`src/hw/core_pkg.sv`:
```
`default_nettype none

package core_pkg;

    // data path and pc width
    localparam int XLEN      = 32;
    localparam int REG_IDX_W = 5;
    localparam int SHAMT_W   = 5;

    // data memory, word addressed by addr[5:2]
    localparam int DMEM_WORDS = 16;
    localparam int DMEM_IDX_W = 4;

    // funct7 values of the OP group
    localparam logic [6:0] F7_BASE = 7'b0000000;
    localparam logic [6:0] F7_ALT  = 7'b0100000;

    // funct3 values
    localparam logic [2:0] F3_ADD  = 3'b000;
    localparam logic [2:0] F3_SLL  = 3'b001;
    localparam logic [2:0] F3_SLT  = 3'b010;
    localparam logic [2:0] F3_XOR  = 3'b100;
    localparam logic [2:0] F3_SRL  = 3'b101;
    localparam logic [2:0] F3_OR   = 3'b110;
    localparam logic [2:0] F3_AND  = 3'b111;
    localparam logic [2:0] F3_WORD = 3'b010;

    typedef enum logic [6:0] {
        OPC_OP     = 7'b0110011,
        OPC_OP_IMM = 7'b0010011,
        OPC_LUI    = 7'b0110111,
        OPC_LOAD   = 7'b0000011,
        OPC_STORE  = 7'b0100011
    } opcode_e;

    typedef enum logic [3:0] {
        ALU_ADD, ALU_SUB, ALU_AND, ALU_OR, ALU_XOR,
        ALU_SLT, ALU_SLL, ALU_SRL, ALU_PASS_B
    } alu_op_e;

endpackage

`default_nettype wire

```
`src/hw/pipe_pkg.sv`:
```
`default_nettype none

package pipe_pkg;
    import core_pkg::*;

    localparam int FQ_DEPTH = 4;
    localparam int FQ_PTR_W = 2;

    // queue output, pc stamped on dequeue
    typedef struct packed {
        logic [XLEN-1:0] pc;
        logic [XLEN-1:0] instr;
    } fetch_t;

    // decode to execute
    typedef struct packed {
        logic                 valid;
        logic [XLEN-1:0]      pc;
        logic [REG_IDX_W-1:0] rs1;
        logic [REG_IDX_W-1:0] rs2;
        logic [XLEN-1:0]      rs1_val;
        logic [XLEN-1:0]      rs2_val;
        logic [XLEN-1:0]      imm;
        alu_op_e              alu_op;
        logic                 src_imm;
        logic                 load;
        logic                 store;
        logic                 we;
        logic [REG_IDX_W-1:0] rd;
    } id_ex_t;

    // execute to load/store
    typedef struct packed {
        logic                 valid;
        logic [XLEN-1:0]      pc;
        logic [XLEN-1:0]      alu_res;
        logic [XLEN-1:0]      store_data;
        logic                 load;
        logic                 store;
        logic                 we;
        logic [REG_IDX_W-1:0] rd;
    } ex_ls_t;

    // retire port, also the writeback bus
    typedef struct packed {
        logic                 valid;
        logic [XLEN-1:0]      pc;
        logic [REG_IDX_W-1:0] rd;
        logic                 we;
        logic [XLEN-1:0]      data;
    } retire_t;

endpackage

`default_nettype wire

```
`src/hw/core_top.sv`:
```
`timescale 1ns/1ps
`default_nettype none

module core_top
    import core_pkg::*;
    import pipe_pkg::*;
(
    input  wire logic            clk_i,
    input  wire logic            rst_n_i,
    input  wire logic            instr_valid_i,
    input  wire logic [XLEN-1:0] instr_i,
    output logic                 credit_o,
    output retire_t              retire_o
);

    logic    fetch_valid;
    fetch_t  fetch;
    id_ex_t  id_ex;
    ex_ls_t  ex_ls;
    retire_t ls_fwd;

    fetch_queue u_fetch_queue (
        .clk_i         (clk_i),
        .rst_n_i       (rst_n_i),
        .instr_valid_i (instr_valid_i),
        .instr_i       (instr_i),
        .credit_o      (credit_o),
        .fetch_valid_o (fetch_valid),
        .fetch_o       (fetch)
    );

    // the retire bus doubles as the register file write port
    id_stage u_id_stage (
        .clk_i         (clk_i),
        .rst_n_i       (rst_n_i),
        .fetch_valid_i (fetch_valid),
        .fetch_i       (fetch),
        .wb_i          (retire_o),
        .id_ex_o       (id_ex)
    );

    ex_stage u_ex_stage (
        .clk_i    (clk_i),
        .rst_n_i  (rst_n_i),
        .id_ex_i  (id_ex),
        .ls_fwd_i (ls_fwd),
        .wb_i     (retire_o),
        .ex_ls_o  (ex_ls)
    );

    ls_stage u_ls_stage (
        .clk_i    (clk_i),
        .rst_n_i  (rst_n_i),
        .ex_ls_i  (ex_ls),
        .ls_fwd_o (ls_fwd),
        .retire_o (retire_o)
    );

endmodule

`default_nettype wire

```
`src/hw/ex_stage.sv`:
```
`timescale 1ns/1ps
`default_nettype none

module ex_stage
    import core_pkg::*;
    import pipe_pkg::*;
(
    input  wire logic clk_i,
    input  wire logic rst_n_i,
    input  id_ex_t    id_ex_i,
    input  retire_t   ls_fwd_i,
    input  retire_t   wb_i,
    output ex_ls_t    ex_ls_o
);

    logic [XLEN-1:0]    op_a;
    logic [XLEN-1:0]    rs2_fwd;
    logic [XLEN-1:0]    op_b;
    logic [SHAMT_W-1:0] shamt;
    logic               slt;
    logic [XLEN-1:0]    alu_res;
    ex_ls_t             ex_ls_d;
    ex_ls_t             ex_ls_q;

    // the younger producer in load/store has priority over writeback
    function automatic logic [XLEN-1:0] fwd_sel(
        input logic [REG_IDX_W-1:0] idx,
        input logic [XLEN-1:0]      reg_val
    );
        logic [XLEN-1:0] val;
        if (idx != '0 && ls_fwd_i.valid && ls_fwd_i.we && ls_fwd_i.rd == idx) begin
            val = ls_fwd_i.data;
        end else if (idx != '0 && wb_i.valid && wb_i.we && wb_i.rd == idx) begin
            val = wb_i.data;
        end else begin
            val = reg_val;
        end
        return val;
    endfunction

    assign op_a    = fwd_sel(id_ex_i.rs1, id_ex_i.rs1_val);
    assign rs2_fwd = fwd_sel(id_ex_i.rs2, id_ex_i.rs2_val);
    assign op_b    = id_ex_i.src_imm ? id_ex_i.imm : rs2_fwd;
    assign shamt   = op_b[SHAMT_W-1:0];
    assign slt     = ($signed(op_a) < $signed(op_b));

    always_comb begin
        case (id_ex_i.alu_op)
            ALU_ADD:    alu_res = op_a + op_b;
            ALU_SUB:    alu_res = op_a - op_b;
            ALU_AND:    alu_res = op_a & op_b;
            ALU_OR:     alu_res = op_a | op_b;
            ALU_XOR:    alu_res = op_a ^ op_b;
            ALU_SLT:    alu_res = {{(XLEN-1){1'b0}}, slt};
            ALU_SLL:    alu_res = op_a << shamt;
            ALU_SRL:    alu_res = op_a >> shamt;
            ALU_PASS_B: alu_res = op_b;
            default:    alu_res = '0;
        endcase
    end

    // loads and stores use the sum as their address
    always_comb begin
        ex_ls_d            = '0;
        ex_ls_d.valid      = id_ex_i.valid;
        ex_ls_d.pc         = id_ex_i.pc;
        ex_ls_d.alu_res    = alu_res;
        ex_ls_d.store_data = rs2_fwd;
        ex_ls_d.load       = id_ex_i.load;
        ex_ls_d.store      = id_ex_i.store;
        ex_ls_d.we         = id_ex_i.we;
        ex_ls_d.rd         = id_ex_i.rd;
    end

    always_ff @(posedge clk_i or negedge rst_n_i) begin
        if (!rst_n_i) begin
            ex_ls_q.valid <= 1'b0;
            ex_ls_q.load  <= 1'b0;
            ex_ls_q.store <= 1'b0;
            ex_ls_q.we    <= 1'b0;
        end else begin
            ex_ls_q <= ex_ls_d;
        end
    end

    assign ex_ls_o = ex_ls_q;

endmodule

`default_nettype wire

```
`src/hw/fetch_queue.sv`:
```
`timescale 1ns/1ps
`default_nettype none

module fetch_queue
    import core_pkg::*;
    import pipe_pkg::*;
(
    input  wire logic            clk_i,
    input  wire logic            rst_n_i,
    input  wire logic            instr_valid_i,
    input  wire logic [XLEN-1:0] instr_i,
    output logic                 credit_o,
    output logic                 fetch_valid_o,
    output fetch_t               fetch_o
);

    logic [XLEN-1:0]     mem [FQ_DEPTH];
    logic [FQ_PTR_W-1:0] wr_ptr_q;
    logic [FQ_PTR_W-1:0] rd_ptr_q;
    logic [FQ_PTR_W:0]   count_q;
    logic [XLEN-1:0]     pc_q;
    logic                push;
    logic                pop;

    // downstream never stalls, so any held entry leaves right away
    assign pop  = (count_q != '0);
    assign push = instr_valid_i;

    assign credit_o      = pop;
    assign fetch_valid_o = pop;
    assign fetch_o.pc    = pc_q;
    assign fetch_o.instr = mem[rd_ptr_q];

    always_ff @(posedge clk_i) begin
        if (push) begin
            mem[wr_ptr_q] <= instr_i;
        end
    end

    always_ff @(posedge clk_i or negedge rst_n_i) begin
        if (!rst_n_i) begin
            wr_ptr_q <= '0;
            rd_ptr_q <= '0;
            count_q  <= '0;
            pc_q     <= '0;
        end else begin
            if (push) begin
                wr_ptr_q <= wr_ptr_q + 1'b1;
            end
            if (pop) begin
                rd_ptr_q <= rd_ptr_q + 1'b1;
                // no branches, so pc only steps by one word
                pc_q     <= pc_q + 32'd4;
            end
            case ({push, pop})
                2'b10:   count_q <= count_q + 1'b1;
                2'b01:   count_q <= count_q - 1'b1;
                default: count_q <= count_q;
            endcase
        end
    end

endmodule

`default_nettype wire

```
`src/hw/id_stage.sv`:
```
`timescale 1ns/1ps
`default_nettype none

module id_stage
    import core_pkg::*;
    import pipe_pkg::*;
(
    input  wire logic clk_i,
    input  wire logic rst_n_i,
    input  wire logic fetch_valid_i,
    input  fetch_t    fetch_i,
    input  retire_t   wb_i,
    output id_ex_t    id_ex_o
);

    logic                 if_valid_q;
    fetch_t               if_q;
    logic [XLEN-1:0]      rf [1:2**REG_IDX_W-1];
    opcode_e              opcode;
    logic [2:0]           funct3;
    logic [6:0]           funct7;
    logic                 supported;
    logic                 writes_rd;
    id_ex_t               id_ex_d;
    id_ex_t               id_ex_q;

    // x0 is hardwired, a matching writeback wins over the array
    function automatic logic [XLEN-1:0] rf_read(input logic [REG_IDX_W-1:0] idx);
        logic [XLEN-1:0] val;
        if (idx == '0) begin
            val = '0;
        end else if (wb_i.valid && wb_i.we && wb_i.rd == idx) begin
            val = wb_i.data;
        end else begin
            val = rf[idx];
        end
        return val;
    endfunction

    always_ff @(posedge clk_i or negedge rst_n_i) begin
        if (!rst_n_i) begin
            if_valid_q <= 1'b0;
        end else begin
            if_valid_q <= fetch_valid_i;
        end
    end

    always_ff @(posedge clk_i) begin
        if (fetch_valid_i) begin
            if_q <= fetch_i;
        end
    end

    always_ff @(posedge clk_i) begin
        if (wb_i.valid && wb_i.we && wb_i.rd != '0) begin
            rf[wb_i.rd] <= wb_i.data;
        end
    end

    assign opcode = opcode_e'(if_q.instr[6:0]);
    assign funct3 = if_q.instr[14:12];
    assign funct7 = if_q.instr[31:25];

    always_comb begin
        id_ex_d         = '0;
        id_ex_d.valid   = if_valid_q;
        id_ex_d.pc      = if_q.pc;
        id_ex_d.rs1     = if_q.instr[19:15];
        id_ex_d.rs2     = if_q.instr[24:20];
        id_ex_d.rd      = if_q.instr[11:7];
        id_ex_d.rs1_val = rf_read(if_q.instr[19:15]);
        id_ex_d.rs2_val = rf_read(if_q.instr[24:20]);
        id_ex_d.alu_op  = ALU_ADD;
        supported       = 1'b0;
        writes_rd       = 1'b0;

        case (opcode)
            OPC_OP: begin
                writes_rd = 1'b1;
                supported = 1'b1;
                if (funct7 == F7_ALT && funct3 == F3_ADD) begin
                    id_ex_d.alu_op = ALU_SUB;
                end else if (funct7 != F7_BASE) begin
                    supported = 1'b0;
                end else begin
                    case (funct3)
                        F3_ADD:  id_ex_d.alu_op = ALU_ADD;
                        F3_AND:  id_ex_d.alu_op = ALU_AND;
                        F3_OR:   id_ex_d.alu_op = ALU_OR;
                        F3_XOR:  id_ex_d.alu_op = ALU_XOR;
                        F3_SLT:  id_ex_d.alu_op = ALU_SLT;
                        F3_SLL:  id_ex_d.alu_op = ALU_SLL;
                        F3_SRL:  id_ex_d.alu_op = ALU_SRL;
                        default: supported = 1'b0;
                    endcase
                end
            end
            OPC_OP_IMM: begin
                // only ADDI of the immediate group
                supported       = (funct3 == F3_ADD);
                writes_rd       = 1'b1;
                id_ex_d.src_imm = 1'b1;
                id_ex_d.imm     = {{20{if_q.instr[31]}}, if_q.instr[31:20]};
            end
            OPC_LUI: begin
                supported       = 1'b1;
                writes_rd       = 1'b1;
                id_ex_d.src_imm = 1'b1;
                id_ex_d.alu_op  = ALU_PASS_B;
                id_ex_d.imm     = {if_q.instr[31:12], 12'b0};
            end
            OPC_LOAD: begin
                supported       = (funct3 == F3_WORD);
                writes_rd       = 1'b1;
                id_ex_d.load    = supported;
                id_ex_d.src_imm = 1'b1;
                id_ex_d.imm     = {{20{if_q.instr[31]}}, if_q.instr[31:20]};
            end
            OPC_STORE: begin
                supported       = (funct3 == F3_WORD);
                id_ex_d.store   = supported;
                id_ex_d.src_imm = 1'b1;
                id_ex_d.imm     = {{20{if_q.instr[31]}}, if_q.instr[31:25], if_q.instr[11:7]};
            end
            default: begin
                supported = 1'b0;
            end
        endcase

        // unsupported or x0 destination retires without a write
        id_ex_d.we = supported && writes_rd && (if_q.instr[11:7] != '0);
    end

    always_ff @(posedge clk_i or negedge rst_n_i) begin
        if (!rst_n_i) begin
            id_ex_q.valid <= 1'b0;
            id_ex_q.load  <= 1'b0;
            id_ex_q.store <= 1'b0;
            id_ex_q.we    <= 1'b0;
        end else begin
            id_ex_q <= id_ex_d;
        end
    end

    assign id_ex_o = id_ex_q;

endmodule

`default_nettype wire

```
`src/hw/ls_stage.sv`:
```
`timescale 1ns/1ps
`default_nettype none

module ls_stage
    import core_pkg::*;
    import pipe_pkg::*;
(
    input  wire logic clk_i,
    input  wire logic rst_n_i,
    input  ex_ls_t    ex_ls_i,
    output retire_t   ls_fwd_o,
    output retire_t   retire_o
);

    logic [XLEN-1:0]       dmem [DMEM_WORDS];
    logic [DMEM_IDX_W-1:0] word_idx;
    logic [XLEN-1:0]       load_data;
    retire_t               wb_q;

    // word index, byte offset ignored
    assign word_idx  = ex_ls_i.alu_res[DMEM_IDX_W+1:2];
    assign load_data = dmem[word_idx];

    always_ff @(posedge clk_i or negedge rst_n_i) begin
        if (!rst_n_i) begin
            for (int i = 0; i < DMEM_WORDS; i++) begin
                dmem[i] <= '0;
            end
        end else if (ex_ls_i.valid && ex_ls_i.store) begin
            dmem[word_idx] <= ex_ls_i.store_data;
        end
    end

    // stage result, also the forwarding source for execute
    always_comb begin
        ls_fwd_o.valid = ex_ls_i.valid;
        ls_fwd_o.pc    = ex_ls_i.pc;
        ls_fwd_o.rd    = ex_ls_i.rd;
        ls_fwd_o.we    = ex_ls_i.we;
        ls_fwd_o.data  = ex_ls_i.load ? load_data : ex_ls_i.alu_res;
    end

    always_ff @(posedge clk_i or negedge rst_n_i) begin
        if (!rst_n_i) begin
            wb_q.valid <= 1'b0;
            wb_q.we    <= 1'b0;
        end else begin
            wb_q <= ls_fwd_o;
        end
    end

    assign retire_o = wb_q;

endmodule

`default_nettype wire

```
`config.mk`:
```
export PLATFORM = sky130hd
export DESIGN_NAME = core_top
export DESIGN_NICKNAME = d
export VERILOG_FILES = /design/src/hw/core_pkg.sv /design/src/hw/pipe_pkg.sv /design/src/hw/core_top.sv /design/src/hw/ex_stage.sv /design/src/hw/fetch_queue.sv /design/src/hw/id_stage.sv /design/src/hw/ls_stage.sv
export SDC_FILE = /design/constraint.sdc
export NUM_CORES = 2
export LEC_CHECK = 0
export ABC_CLOCK_PERIOD_IN_PS = 8550
export BUFFER_PORTS_ARGS = -buffer_cell sky130_fd_sc_hd__buf_4
export CAP_MARGIN = 20
export CORE_UTILIZATION = 48
export DETAILED_ROUTE_END_ITERATION = 7
export HOLD_SLACK_MARGIN = 0.15
export PLACE_DENSITY = 0.64
export SLEW_MARGIN = 20
export SYNTH_ARGS = -nofsm -noshare
export SYNTH_HDL_FRONTEND = slang
export SYNTH_SLANG_ARGS = --single-unit
```
`constraint.sdc`:
```
create_clock -name clk_i -period 8.55 [get_ports clk_i]
set_input_delay 1.2825 -clock clk_i [delete_from_list [all_inputs] [get_ports clk_i]]
set_output_delay 1.2825 -clock clk_i [all_outputs]
set_load 0.02 [all_outputs]
```
-- Yosys cells after proc, flatten, opt, wreduce, memory -nomap -nowiden
Memory sizes are Yosys's and may differ from the RTL's. A register that Yosys moved wholly into a read port is not among the register bits.
Index checks and enable logic that the tools add are counted.
- bits in registers: 848
- memory bits (writable): 1120
- bits of input ports: 35
- output and inout bits: 72
- word-level logic and storage cells: 156
- memories: 2
- add/subtract/negate cells: 7
- $lt $le $gt $ge: 3
- eq/ne operators: 26
- shift operators: 2
- multiplexer cells: 31
- bitwise logic cells: 4
- reductions and logical operators: 35
- memory list (memory ; depth ; bits a word ; read ports ; clocked after memory_dff ; wr ports ; line ; RTL):
    u_id_stage.rf ; 31 ; 32 ; 2 ; 2 ; 1 ; id_stage.sv:18 ; logic [XLEN-1:0] rf [1:2**REG_IDX_W-1];
    u_fetch_queue.mem ; 4 ; 32 ; 1 ; 1 ; 1 ; fetch_queue.sv:17 ; logic [XLEN-1:0] mem [FQ_DEPTH];
- operators by type and width (kind ; number):
    512-bit bitwise mux ; 1
    32-bit 2-to-1 mux ; 9
    32-bit one-hot mux with 9 select lines ; 1
    32-bit binary-select mux with 4-bit select ; 1
    32-bit demux with 4-bit select ; 1
    32-bit one-hot mux with 3 select lines ; 1
    32-bit by 3-bit adder with 32-bit output, second input constant ; 1
    32-bit adder ; 1
    32-bit AND ; 1
    32-bit < comparator ; 1
    32-bit bitwise OR ; 1
    32-bit by 5-bit << shifter with 32-bit output ; 1
    32-bit by 5-bit right shift with 32-bit output ; 1
    32-bit subtractor ; 1
    32-bit bitwise XOR ; 1
    7-bit by 6-bit == test with 1-bit output, second input constant ; 4
    5-bit == test ; 4
    5-bit nonzero test ; 4
    1-bit logical AND ; 19
    3-bit one-hot mux with 6 select lines ; 1
    4-bit by 3-bit == test with 1-bit output, second input constant ; 4
    3-bit == test, second input constant ; 4
    1-bit 2-to-1 mux ; 11
    5-bit zero test ; 2
    27 further kinds ; 32

-- Logic depth before layout (Yosys ltp)
- word-level depth: 9
- mapped depth: 25
- mapped depth without buffers: 20

-- Modules after synthesis
Synthesis repeated with hierarchy kept, for this count alone.
- cell total of the unflattened synthesis: 6749
- area total of the unflattened synthesis: 99531.7 µm²
- modules (own cells, without submodules) (module ; instances ; cells each ; area each (µm²) ; seq. area each (µm²)):
    id_stage ; 1 ; 2983 ; 53719.0 ; 36279.8
    ls_stage ; 1 ; 1758 ; 25823.5 ; 14934.3
    ex_stage ; 1 ; 1676 ; 13551.7 ; 3133.0
    fetch_queue ; 1 ; 332 ; 6437.4 ; 4769.6

-- Worst setup path after synthesis
OpenSTA, ideal clock, no wires.
- path kind: register -> register
- from: register u_ls_stage.wb_q, in the netlist u_ls_stage.retire_o[34]
- to: register u_ex_stage.ex_ls_q, in the netlist u_ex_stage.ex_ls_o[70] (data pin)
- setup time: 0.265 ns
- data arrival time: 5.736 ns
- required time: 8.285 ns
- setup slack: 2.548 ns
- cell stages (with the launch flop): 24
- buffers on the path: 4
- period minus slack after synthesis: 6.002 ns
- path through: edfxtp_1 > buf_4 > xor2_1 > or4_4 > nor2_4 > buf_6 > mux2i_1 > a211o_2 > inv_2 > buf_2 > clkbuf_1 > ha_1 > fa_1 > a21o_1 > a221oi_1 > o31ai_1 > a31oi_1 > o31ai_1 > a211oi_1 > o21ai_1 > a311oi_1 > xor2_1 > o22ai_1 > or3_1
- word-level cells in the longest chain between the ends: 7
- elaborated cells on any way between the ends: 17
- classes of those cells: 2 x add/sub; 2 x eq/ne; 2 x shift; 6 x mux; 3 x bitwise; 2 x reduce/logical
- RTL lines (what ; line ; RTL):
    start: declaration ; ls_stage.sv:18 ; retire_t wb_q;
    start signal: assignment ; ls_stage.sv:48 ; wb_q <= ls_fwd_o;
    5-bit == test ; ex_stage.sv:33 ; end else if (idx != '0 && wb_i.valid && wb_i.we && wb_i.rd == idx) begin
    1-bit logical AND ; ex_stage.sv:33 ;
    32-bit 2-to-1 mux ; ex_stage.sv:33 ;
    32-bit 2-to-1 mux ; ex_stage.sv:31 ; if (idx != '0 && ls_fwd_i.valid && ls_fwd_i.we && ls_fwd_i.rd == idx) begin
    32-bit 2-to-1 mux ; ex_stage.sv:43 ; assign op_b = id_ex_i.src_imm ? id_ex_i.imm : rs2_fwd;
    32-bit subtractor, or another cell as far along ; ex_stage.sv:50 ; ALU_SUB: alu_res = op_a - op_b;
    32-bit one-hot mux with 9 select lines (*) ; ex_stage.sv:48 ; case (id_ex_i.alu_op)
    end signal: assignment ; ex_stage.sv:82 ; ex_ls_q <= ex_ls_d;
    end: declaration ; ex_stage.sv:23 ; ex_ls_t ex_ls_q;
Every way passes the cells marked *; elsewhere a longest branch is shown, timed or not.
A chain may end at the register's enable or synchronous reset.

-- Worst setup path after layout
- from: register u_ex_stage.ex_ls_q, in the netlist u_ex_stage.ex_ls_o[42]
- to: register u_ex_stage.ex_ls_q, in the netlist u_ex_stage.ex_ls_o[70] (data pin)
- word-level cells in the longest chain between the ends: 9
- elaborated cells on any way between the ends: 16
- classes of those cells: 2 x add/sub; 2 x shift; 8 x mux; 4 x bitwise
- RTL lines (what ; line ; RTL):
    4-bit NOT with 5-bit output (implied by the code) ; ls_stage.sv:22 ; assign load_data = dmem[word_idx];
    32-bit binary-select mux with 4-bit select ; ls_stage.sv:22 ;
    32-bit 2-to-1 mux (implied by the code) (2 in series) ; ls_stage.sv:22 ;
    32-bit 2-to-1 mux (*) ; ls_stage.sv:40 ; ls_fwd_o.data = ex_ls_i.load ? load_data : ex_ls_i.alu_res;
    32-bit 2-to-1 mux ; ex_stage.sv:31 ;
    32-bit 2-to-1 mux ; ex_stage.sv:43 ;
    32-bit subtractor, or another cell as far along ; ex_stage.sv:50 ;
    32-bit one-hot mux with 9 select lines (*) ; ex_stage.sv:48 ;
Every way passes the cells marked *; elsewhere a longest branch is shown, timed or not. The select of a mux whose other input is x is not followed.

==> metrics <==
required time of the critical path 9.18 ns; largest net degree at the start of global routing 172; max_cap viols 0; Max FO, Critical Path 31; Sink Count roughly 2100; outcome finished, violations left; worst reg2reg path depth 21; DR DRC count 1; CP Launch Type flip-flop; Static Leak 41.7 nW; Slew HR 0.216; postcts setup bufs 0; Die Wd between 400 and 500 um; Slew Viols, Final 0; Vias between 60000 and 70000; Ports about 110; number of H-tree levels 4; Die Y approximately 460 um; grt ovf 0; Post-synth EDFFs 1494; Mapped Area about 100000 um^2; area added between synthesis and finish 12.0%; slew at the pin closest to its max-slew limit approximately 1.2 ns; Hold Crit Depth 0; ranking of synthesized cells by area edfxtp_1 46%, dfrtp_1 14%, mux4_2 13%; PwrDens 346 nW/um^2; Inserted Clock Buffers 214; vias per inst around 6.6; share of the synthesized area in the top cell type 0.455; I/O Buffers 104; share of layout cells above drive strength 1 0.295; biggest area consumer among synthesized cells edfxtp_1; minimum clock period 7.27 ns; Seq/Total Area, Yosys 0.597; Root Driver clkbuf_16; Row Count 165; Die Area 207000 um^2; met2 Track Usage GR 0.458; initial DRC count 7508; final worst-path setup slack about 1.3 ns; main flop type after synthesis edfxtp_1; WS Path Type reg -> reg; peak supply drop roughly 0.29 mV; worst-case clock buffer depth 3; Post-CTS Hold Buffers 0; Tot GR Track Use 0.302; Cell variety after synth 87; failing checks design-rule violations; estimated wirelength of the detail-placed design 193000 um; RD Place Congestion 1.05; clock-pin slew on the worst setup and hold paths 0.06 ns; Yosys warning total 0; antenna violations before repair 13; DR pass1 iterations 8; Post-DRT Antenna Nets 0; Final nets 6660; Crit Reg-Reg Startpoint u_ex_stage.ex_ls_o[42]; Worst Hold Path EP u_id_stage.id_ex_o[151]; asr flop ratio synth 0.273; total core area 203000 um^2; hold path start u_id_stage.if_valid_q; final hold vios 0; DR WL/cell around 33 um; pre-CTS setup slack 1.40 ns; total negative slack 0 ns; GRT met1 Usage 0.420; Worst Path Arrival 7.90 ns; # setup viols final 0; FF-to-FF End u_ex_stage.ex_ls_o[70]; R2R setup slack 1.28 ns; clk_lat worst skew around 0.90 ns; global route hottest layer met2; initial core utilization 0.485; vias in the first global route around 63000; Fmax achieved 0.138 GHz; Cells after Synth 6436; crit path capture type flip-flop; fin crit share 0.850; Mapped Avg Cell Area 15.3 um^2; skew final 0.0714 ns; RSZ-0062 raised after global routing false; final wirelength 312000 um; Hold Crit Class reg -> reg; CTS tree built; register bit total from synthesis a little over 2000; Tot Pwr between 30 and 40 mW; first-pass GRT wire length 449000 um; post-cts resize count 0; M3 GR Usage 0.0705
[where the power goes]
group	internal [mW]	total, mW	switching (mW)
combinational	5.84	15.9	10.0
clock	5.36	9.37	4.01
sequential	12.2	13.0	0.767
[metal layers]
layer	vias to the layer above	wire (um)
li1	25637	-
met1	32506	127000
met2	3162	141000
met3	718	29500
met4	16	14600
met5	-	112
[state kept, by name, summed over array words and instances (netlist names)]
| name | count |
|---|---|
| u_id_stage.rf | 992 |
| u_ls_stage.dmem | 512 |
| u_id_stage.id_ex_o | 150 |
| u_fetch_queue.mem | 128 |
| u_ex_stage.ex_ls_o | 103 |
| u_ls_stage.retire_o | 69 |
| u_id_stage.id_ex_d | 45 |
| u_fetch_queue.pc_q | 30 |
| u_id_stage.funct7 | 7 |
| u_id_stage.if_q | 7 |
| u_fetch_queue.count_q | 3 |
| u_id_stage.funct3 | 3 |
| u_fetch_queue.rd_ptr_q | 2 |
| u_fetch_queue.wr_ptr_q | 2 |
| u_id_stage.if_valid_q | 1 |
[Yosys cell counts (12+ instances only)]
cell and number:
o21bai_1 13, o211ai_1 33, buf_4 13, a211o_1 13, mux4_2 551, nand2_1 206
and3_1 13, edfxtp_1 1494, a22o_1 14, o221ai_1 73, nand4_1 18, a211oi_1 29
clkbuf_1 293, nand2b_1 22, a21o_1 33, mux2i_1 410, a31oi_1 17, dfrtp_1 560
nor2b_1 53, and2_1 22, nor2_1 325, xor2_1 28, nor3_1 116, xnor2_1 53
buf_1 108, nand3_1 55, ha_1 103, o21ai_1 15, a21oi_1 329, o22ai_1 42
a221oi_1 115, o21ai_0 178, mux2_2 658, inv_1 141, buf_2 49, o21a_1 12
a22oi_1 36
[cells in the final DEF (no fill, tap or decap), types with 140 or more instances in the layout]
cell       count
inv_1        140
clkbuf_16    219
buf_4        314
a21oi_1      329
nor2_1       284
edfxtp_1    1494
mux4_2       551
o21ai_0      174
mux2i_1      409
dfrtp_1      559
mux2_2       658
nand2_1      200
[per-stage QoR]
step	area, um^2	util	hold slack [ns]	instances
global route	110000	0.543	0.354	9372
finish	110000	0.543	0.345	9372
CTS	110000	0.543	0.348	9371
floorplan	98600	-	0.331	6437
detailed placement	103000	0.508	0.335	8975
global placement	103000	0.508	0.333	8973
[worst max path at each step]
stage	startpoint	to	cells past startpoint	slack (ns)
global placement	u_ex_stage.ex_ls_o[42]	u_ex_stage.ex_ls_o[69]	18	0.75
detailed placement	u_ex_stage.ex_ls_o[42]	u_ex_stage.ex_ls_o[70]	21	1.40
CTS	u_ex_stage.ex_ls_o[42]	u_ex_stage.ex_ls_o[70]	22	1.38
finish	u_ex_stage.ex_ls_o[42]	u_ex_stage.ex_ls_o[70]	21	1.28
global route	u_ex_stage.ex_ls_o[42]	u_ex_stage.ex_ls_o[70]	21	0.91
floorplan	u_ls_stage.retire_o[34]	u_ex_stage.ex_ls_o[70]	23	2.55
[worst max-delay path, stage by stage (launching register included)]
cell and delay [ns]:
edfxtp_1 1.02, buf_12 0.34, mux4_2 0.27, mux2i_1 0.08, o211ai_1 0.79, nand3_1 0.18, o21ai_1 0.33, inv_1 0.12
ha_1 0.38, a21o_1 0.20, a221oi_1 0.62, o31ai_1 0.21, a31oi_1 0.22, buf_4 0.17, o31ai_1 0.07, buf_4 0.16
a211oi_1 0.56, o21ai_1 0.29, a311oi_1 0.35, xor2_1 0.18, o22ai_1 0.08, or3_1 0.34
[logic make-up after synthesis]
group                    share of synthesized area
XOR/XNOR                                   0.00720
AND/OR/NAND/NOR                             0.0423
AO/OA/AOI/OAI                               0.0700
other                                    0.0000381
buffers and inverters                       0.0252
multiplexers                                 0.244
flip-flops                                   0.597
adder cells (fa/ha/maj)                     0.0137
[final cells by class]
cell class / count / area (um^2)
antenna: 1 / 2.50
clock buffer: 266 / 5770
clock inverter: 130 / 1320
fill: 16363 / 92800
inverter: 146 / 548
multi-input combinational: 3766 / 37700
sequential: 2054 / 58900
tap: 2672 / 3340
timing repair buffer: 337 / 2810
No activity file was read; power rests on OpenSTA's default activity.
